### config.mk
export PLATFORM = sky130hd
export DESIGN_NAME = tq_dc_top
export DESIGN_NICKNAME = d
export VERILOG_FILES = /design/src/logic/tq_dc_pkg.sv /design/src/logic/tq_dc_hadamard.sv /design/src/logic/tq_dc_fifo.sv /design/src/logic/tq_quant_2x2.sv /design/src/logic/tq_dc_top.sv
export SDC_FILE = /design/constraint.sdc
export NUM_CORES = 2
export LEC_CHECK = 0
export ABC_AREA = 1
export BUFFER_PORTS_ARGS = -buffer_cell sky130_fd_sc_hd__buf_2
export CAP_MARGIN = 5
export CORE_ASPECT_RATIO = 1.4
export CORE_MARGIN = 1
export CORE_UTILIZATION = 67
export CTS_CLUSTER_DIAMETER = 50
export DETAILED_ROUTE_END_ITERATION = 10
export GPL_ROUTABILITY_DRIVEN = 1
export GPL_TIMING_DRIVEN = 0
export HOLD_SLACK_MARGIN = 0.15
export PLACE_DENSITY_LB_ADDON = 0.2
export SLEW_MARGIN = 0
export SYNTH_ARGS = -nofsm -noshare
export SYNTH_HDL_FRONTEND = slang
export SYNTH_HIERARCHICAL = 1
export SYNTH_SLANG_ARGS = --single-unit
### constraint.sdc
create_clock -name clk_i -period 17.5 [get_ports clk_i]
set_input_delay 3.5 -clock clk_i [delete_from_list [all_inputs] [get_ports clk_i]]
set_output_delay 3.5 -clock clk_i [all_outputs]
set_load 0.03 [all_outputs]
### src/logic/tq_dc_pkg.sv
`default_nettype none

package tq_dc_pkg;

    // signed coefficient whose raw inputs stay within 12 bits of magnitude
    // so the four-term hadamard sums cannot overflow
    typedef logic signed [14:0] coeff_t;

    // quantization parameter from 0 to 51
    typedef logic [5:0] qp_t;

    // quantized signed level
    typedef logic signed [14:0] level_t;

    // one 2x2 chroma dc block with its qp
    typedef struct packed {
        qp_t    qp;
        coeff_t c00;
        coeff_t c01;
        coeff_t c10;
        coeff_t c11;
    } dc_block_t;

    // four quantized levels of one block
    typedef struct packed {
        level_t l00;
        level_t l01;
        level_t l10;
        level_t l11;
    } level_block_t;

endpackage

`default_nettype wire

### src/logic/tq_dc_hadamard.sv
`default_nettype none

module tq_dc_hadamard
    import tq_dc_pkg::*;
(
    input  wire logic      clk_i,
    input  wire logic      arst_n_i,

    // wishbone classic slave
    input  wire logic      wb_cyc_i,
    input  wire logic      wb_stb_i,
    input  wire logic      wb_we_i,
    input  wire dc_block_t wb_dat_i,
    output logic           wb_ack_o,

    // fifo write side
    output logic           push_o,
    output dc_block_t      push_dat_o,
    input  wire logic      full_i
);

    logic      ack_q;
    logic      accept;
    dc_block_t xform;
    dc_block_t blk_q;

    // butterfly intermediates
    coeff_t    sum0;
    coeff_t    dif0;
    coeff_t    sum1;
    coeff_t    dif1;

    // no acceptance during the ack cycle so a held stb is not taken twice
    assign accept = wb_cyc_i && wb_stb_i && wb_we_i && !full_i && !ack_q;

    // 2x2 hadamard as two butterfly stages
    always_comb begin
        sum0 = wb_dat_i.c00 + wb_dat_i.c01;
        dif0 = wb_dat_i.c00 - wb_dat_i.c01;
        sum1 = wb_dat_i.c10 + wb_dat_i.c11;
        dif1 = wb_dat_i.c10 - wb_dat_i.c11;

        xform.qp  = wb_dat_i.qp;
        xform.c00 = sum0 + sum1;
        xform.c01 = dif0 + dif1;
        xform.c10 = sum0 - sum1;
        xform.c11 = dif0 - dif1;
    end

    always_ff @(posedge clk_i or negedge arst_n_i) begin
        if (!arst_n_i) begin
            ack_q <= 1'b0;
        end else begin
            ack_q <= accept;
        end
    end

    // transformed block captured on acceptance and pushed during the ack cycle
    always_ff @(posedge clk_i) begin
        if (accept) begin
            blk_q <= xform;
        end
    end

    assign wb_ack_o   = ack_q;
    assign push_o     = ack_q;
    assign push_dat_o = blk_q;

endmodule

`default_nettype wire

### src/logic/tq_dc_fifo.sv
`default_nettype none

module tq_dc_fifo
    import tq_dc_pkg::*;
#(
    parameter int FIFO_DEPTH = 4
) (
    input  wire logic      clk_i,
    input  wire logic      arst_n_i,

    // write side
    input  wire logic      push_i,
    input  wire dc_block_t push_dat_i,
    output logic           full_o,

    // first-word fall-through read side
    input  wire logic      pop_i,
    output dc_block_t      pop_dat_o,
    output logic           empty_o
);

    localparam int PTR_W = $clog2(FIFO_DEPTH);
    localparam int CNT_W = PTR_W + 1;

    dc_block_t        mem [FIFO_DEPTH];
    logic [PTR_W-1:0] wr_ptr;
    logic [PTR_W-1:0] rd_ptr;
    logic [CNT_W-1:0] count;
    logic             do_push;
    logic             do_pop;

    assign full_o  = (count == CNT_W'(FIFO_DEPTH));
    assign empty_o = (count == '0);

    // requests against a full or empty buffer are dropped
    assign do_push = push_i && !full_o;
    assign do_pop  = pop_i && !empty_o;

    always_ff @(posedge clk_i) begin
        if (do_push) begin
            mem[wr_ptr] <= push_dat_i;
        end
    end

    // pointers wrap on their own since the depth is a power of two
    always_ff @(posedge clk_i or negedge arst_n_i) begin
        if (!arst_n_i) begin
            wr_ptr <= '0;
            rd_ptr <= '0;
            count  <= '0;
        end else begin
            if (do_push) begin
                wr_ptr <= wr_ptr + 1'b1;
            end
            if (do_pop) begin
                rd_ptr <= rd_ptr + 1'b1;
            end
            case ({do_push, do_pop})
                2'b10:   count <= count + 1'b1;
                2'b01:   count <= count - 1'b1;
                default: count <= count;
            endcase
        end
    end

    assign pop_dat_o = mem[rd_ptr];

endmodule

`default_nettype wire

### src/logic/tq_quant_2x2.sv
`default_nettype none

module tq_quant_2x2
    import tq_dc_pkg::*;
(
    input  wire logic      clk_i,
    input  wire logic      arst_n_i,

    // fifo read side
    input  wire logic      empty_i,
    input  wire dc_block_t pop_dat_i,
    output logic           pop_o,

    // wishbone classic master
    output logic           wb_cyc_o,
    output logic           wb_stb_o,
    output logic           wb_we_o,
    output level_block_t   wb_dat_o,
    input  wire logic      wb_ack_i
);

    typedef logic [3:0]  qp_div_t;
    typedef logic [2:0]  qp_mod_t;
    typedef logic [13:0] mf_t;
    typedef logic [4:0]  shift_t;

    typedef enum logic {
        IDLE,
        WRITE
    } state_t;

    state_t       state_q;
    qp_t          qp;
    qp_div_t      qp_div6;
    qp_mod_t      qp_mod6;
    logic [5:0]   qp_base;
    mf_t          mf;
    shift_t       shift;
    level_block_t levels;
    level_block_t dat_q;

    // magnitude times factor, shifted, rounded half up, sign restored
    function automatic level_t quantize(input coeff_t coeff, input mf_t mf_in,
                                        input shift_t sh);
        logic [14:0] mag;
        logic [28:0] prod;
        logic [28:0] pre;
        logic [29:0] rnd;
        logic [14:0] lvl_abs;
        mag     = coeff[14] ? 15'(~coeff + 1'b1) : 15'(coeff);
        prod    = mag * mf_in;
        // keep one extra bit below the final lsb for rounding
        pre     = prod >> sh;
        rnd     = {1'b0, pre} + 30'd1;
        lvl_abs = rnd[15:1];
        return coeff[14] ? level_t'(~lvl_abs + 1'b1) : level_t'(lvl_abs);
    endfunction

    assign qp = pop_dat_i.qp;

    // qp div 6 by threshold compares since qp is at most 51
    always_comb begin
        if (qp >= 6'd48) begin
            qp_div6 = 4'd8;
        end else if (qp >= 6'd42) begin
            qp_div6 = 4'd7;
        end else if (qp >= 6'd36) begin
            qp_div6 = 4'd6;
        end else if (qp >= 6'd30) begin
            qp_div6 = 4'd5;
        end else if (qp >= 6'd24) begin
            qp_div6 = 4'd4;
        end else if (qp >= 6'd18) begin
            qp_div6 = 4'd3;
        end else if (qp >= 6'd12) begin
            qp_div6 = 4'd2;
        end else if (qp >= 6'd6) begin
            qp_div6 = 4'd1;
        end else begin
            qp_div6 = 4'd0;
        end
    end

    assign qp_base = {2'b00, qp_div6} * 6'd6;
    assign qp_mod6 = qp_mod_t'(qp - qp_base);

    // shift of 15 + qp/6 leaves the last bit of the 16 + qp/6 shift to rounding
    assign shift = 5'd15 + {1'b0, qp_div6};

    always_comb begin
        case (qp_mod6)
            3'd0:    mf = 14'd13107;
            3'd1:    mf = 14'd11916;
            3'd2:    mf = 14'd10082;
            3'd3:    mf = 14'd9362;
            3'd4:    mf = 14'd8192;
            3'd5:    mf = 14'd7282;
            default: mf = 14'd0;
        endcase
    end

    always_comb begin
        levels.l00 = quantize(pop_dat_i.c00, mf, shift);
        levels.l01 = quantize(pop_dat_i.c01, mf, shift);
        levels.l10 = quantize(pop_dat_i.c10, mf, shift);
        levels.l11 = quantize(pop_dat_i.c11, mf, shift);
    end

    assign pop_o = (state_q == IDLE) && !empty_i;

    always_ff @(posedge clk_i or negedge arst_n_i) begin
        if (!arst_n_i) begin
            state_q <= IDLE;
        end else begin
            case (state_q)
                IDLE: begin
                    if (!empty_i) begin
                        state_q <= WRITE;
                    end
                end
                WRITE: begin
                    // cycle ends where ack is sampled high
                    if (wb_ack_i) begin
                        state_q <= IDLE;
                    end
                end
                default: state_q <= IDLE;
            endcase
        end
    end

    // output block held stable for the whole bus cycle
    always_ff @(posedge clk_i) begin
        if (pop_o) begin
            dat_q <= levels;
        end
    end

    assign wb_cyc_o = (state_q == WRITE);
    assign wb_stb_o = (state_q == WRITE);
    assign wb_we_o  = (state_q == WRITE);
    assign wb_dat_o = dat_q;

endmodule

`default_nettype wire

### src/logic/tq_dc_top.sv
`default_nettype none

module tq_dc_top
    import tq_dc_pkg::*;
(
    input  wire logic         clk_i,
    input  wire logic         arst_n_i,

    // host side, wishbone classic slave
    input  wire logic         in_cyc_i,
    input  wire logic         in_stb_i,
    input  wire logic         in_we_i,
    input  wire dc_block_t    in_dat_i,
    output logic              in_ack_o,

    // sink side, wishbone classic master
    output logic              out_cyc_o,
    output logic              out_stb_o,
    output logic              out_we_o,
    output level_block_t      out_dat_o,
    input  wire logic         out_ack_i
);

    // blocks buffered between transform and quantizer
    localparam int FIFO_DEPTH = 4;

    logic      push;
    dc_block_t push_dat;
    logic      full;
    logic      pop;
    dc_block_t pop_dat;
    logic      empty;

    tq_dc_hadamard u_hadamard (
        .clk_i      (clk_i),
        .arst_n_i   (arst_n_i),
        .wb_cyc_i   (in_cyc_i),
        .wb_stb_i   (in_stb_i),
        .wb_we_i    (in_we_i),
        .wb_dat_i   (in_dat_i),
        .wb_ack_o   (in_ack_o),
        .push_o     (push),
        .push_dat_o (push_dat),
        .full_i     (full)
    );

    tq_dc_fifo #(
        .FIFO_DEPTH (FIFO_DEPTH)
    ) u_fifo (
        .clk_i      (clk_i),
        .arst_n_i   (arst_n_i),
        .push_i     (push),
        .push_dat_i (push_dat),
        .full_o     (full),
        .pop_i      (pop),
        .pop_dat_o  (pop_dat),
        .empty_o    (empty)
    );

    tq_quant_2x2 u_quant (
        .clk_i      (clk_i),
        .arst_n_i   (arst_n_i),
        .empty_i    (empty),
        .pop_dat_i  (pop_dat),
        .pop_o      (pop),
        .wb_cyc_o   (out_cyc_o),
        .wb_stb_o   (out_stb_o),
        .wb_we_o    (out_we_o),
        .wb_dat_o   (out_dat_o),
        .wb_ack_i   (out_ack_i)
    );

endmodule

`default_nettype wire

==> out/metrics.cfg <==
[status]
status = finished, violations left
violations = max-capacitance violations, max-slew violations

[cts]
cts_tree = done
insertion_delay_ns = 0.56
holdBufCountCts = 0
cts_resized = 0
htree_levels = 2
cts_root_buf = clkbuf_16
clk_pin_slew_worst_paths_ns = 0.07
cts-buffers-inserted = 35
cts_setup_buffers = 0
ctsLongestPathBuffers = 3
clock-sinks = 397

[floorplan]
core_um2 = 82070
initial_utilization_pct = 67.98
die_w_um = 245.9
die_area_um2 = 84450
ios = 136
die_h_um = 343.4
rows = 124

[logic_synthesis]
yosysTopAreaCell = fa_1
ys_ff_latch = 397
ys_top_cells_by_area = fa_1 (22%), edfxtp_1 (21%), nand2_1 (12%), ha_1 (11%), inv_1 (9.5%)
yosys_warnings = 6
synth_edf_count = 388
synthFlopType = edfxtp_1
netlist_area_um2 = 55790
yosysSeqAreaShare_pct = 21.29
synth_fp_nets = 8289
synth_top_area_share_pct = 22.14
synthArstFlopShare_pct = 2.267
ys_types = 62
avgSynthCellArea_um2 = 7.852
synth_cells = 7106

[sta]
relSlewSlack_pct = -8.044
rsz0062_at_grt = false
period_share_pct = 93.71
min_period_ns = 16.40
clock.fmax_mhz = 60.98
finalHoldViolCount = 0
fin_skew_ns = 0.02768
setup_tns_ns = 0
finalMaxSlewViolations = 11
setup_viol = 0
worst_pin_slew_ns = 1.615

[placement]
gp_congestion = 1.076
port_buffers = 135
dpl.hpwl_um = 156200

[detailed_routing]
wl_per_cell_um = 22.82
routed_wl_um = 191800
drtPass1Iterations = 6
vias = 50390
drc = 0
viasPerCell = 5.996
final_antenna_net_count = 0
drt-initial-drc-count = 4533

[global_route]
gr-total-overflow = 0
grt_pass1_wl_um = 287700
antenna_found_initial = 5
grt_max_degree = 33
grt_use_total_pct = 45.86
grt_pass1_vias = 51450

[worst_setup_path]
cp_top_family = simple AND/OR/NAND/NOR gates
rrSetupSlack_ns = 1.10
start_kind = register
endpoint_kind = register
path_max_fanout = 10
max_stage_delay_ns = 0.85
cp.required_ns = 17.82
worst_ep_arrival_time_ns = 16.71
cpMaxStageDelayCell = ha_1
path_class = reg -> reg
critPathBufInv = 14
cp_common_cell = nand2_1

[finish]
fin_nets = 8490
drive_gt1_share_pct = 7.352
synthToLayoutAreaGrowth_pct = 6.497

[flow_run]
cap_violations = 1

[min_path]
hold_path.class = reg -> reg

[per-layer routing]
layer,vias up,track usage (%),share of wire [%],wire length (µm)
met4,4,45.90,12,22710
met2,3062,76.67,47,90130
met1,23750,46.74,31,60350
met3,1035,9.892,9.7,18570
li1,22530,-,-,-
met5,-,0,0.016,30
[sequential cells by signal (all words and copies together), names as in the netlist]
signal and count:
u_fifo/count 3, u_fifo/rd_ptr 2, u_fifo/mem 264, u_fifo/wr_ptr 2, u_hadamard/push_o 1, u_hadamard/push_dat_o 64
u_quant/wb_cyc_o 1, u_quant/wb_dat_o 60
[kinds of logic after synthesis]
group / Yosys count / synth area share [%]
fa+ha+maj: 1111 / 33.22
simple gates: 3127 / 23.58
compound gates: 597 / 6.826
mux: 1 / 0.01794
flops: 397 / 21.29
xor+xnor: 195 / 3.115
buf+inv: 1678 / 11.96
[Yosys cell counts (all sizes together) (71+ instances only)]
library cell  count
ha              494
nand2          1763
fa              617
clkbuf           94
a21oi           212
xor2            163
o21ai           146
inv            1456
o211ai          134
nand3           472
buf             111
nor3             71
edfxtp          388
nor2            714
[stage by stage]
| stage | util (%) | hold slack, ns | setup WS, ns | std cells | area (µm²) |
|---|---|---|---|---|---|
| finish | 72.40 | 0.4808 | 1.102 | 8404 | 59420 |
| global route | 72.40 | 0.4903 | 0.6055 | 8404 | 59420 |
| CTS | 72.34 | 0.4762 | 1.896 | 8398 | 59370 |
| detailed placement | 70.90 | 0.4664 | 2.014 | 8337 | 58190 |
| global placement | 70.44 | 0.4626 | 2.171 | 8312 | 57810 |
| floorplan | - | 0.4465 | 6.834 | 7106 | 55790 |
[worst paths after layout]
check / cells past startpoint / from / to
max in group asynchronous: 1 / arst_n_i / u_fifo/rd_ptr[0]$_DFFE_PN0P_
min: 1 / u_fifo/count[0]$_DFFE_PN0P_ / u_fifo/count[0]$_DFFE_PN0P_
min reg2reg: 1 / u_fifo/count[0]$_DFFE_PN0P_ / u_fifo/count[0]$_DFFE_PN0P_
max reg2reg: 61 / u_fifo/rd_ptr[1]$_DFFE_PN0P_ / u_quant/wb_dat_o[28]$_DFFE_PP_
max: 61 / u_fifo/rd_ptr[1]$_DFFE_PN0P_ / u_quant/wb_dat_o[28]$_DFFE_PP_
min in group asynchronous: 1 / arst_n_i / u_quant/wb_cyc_o$_DFF_PN0_
[placed cells by master (no fill, tap or decap), types with 50 or more instances in the layout]
cell	n
o21ai_0	103
inv_1	1406
a21oi_1	192
nor3_1	67
nor2_1	676
xor2_1	158
edfxtp_1	388
fa_1	617
o211ai_1	123
inv_2	50
clkbuf_1	101
buf_2	175
nand2_1	1717
nand3_1	449
ha_1	494
[worst reg2reg max path, delay by kind of cell, from the launching register on]
| family | cells | cell delay (ns) |
|---|---|---|
| buffers and inverters | 14 | 4.38 |
| adders and majority gates | 9 | 4.32 |
| and+or+nand+nor | 31 | 5.31 |
| DFF | 1 | 0.34 |
| xor gates and xnor gates | 1 | 0.28 |
| AOI/OAI and AO/OA | 6 | 1.49 |
[area by class of cell]
type	count	area, µm²
Sequential cell	397	11880
Antenna cell	2	5.005
Multi-Input combinational cell	5031	37320
Clock buffer	42	902.1
Inverter	1473	5535
Clock inverter	19	272.8
Fill cell	6562	22660
Buffer	205	1139
Tap cell	1071	1340
Timing Repair Buffer	164	1028
Power is not shown: default switching activity piles up to over one toggle a cycle in this logic, so the estimate is an artifact.
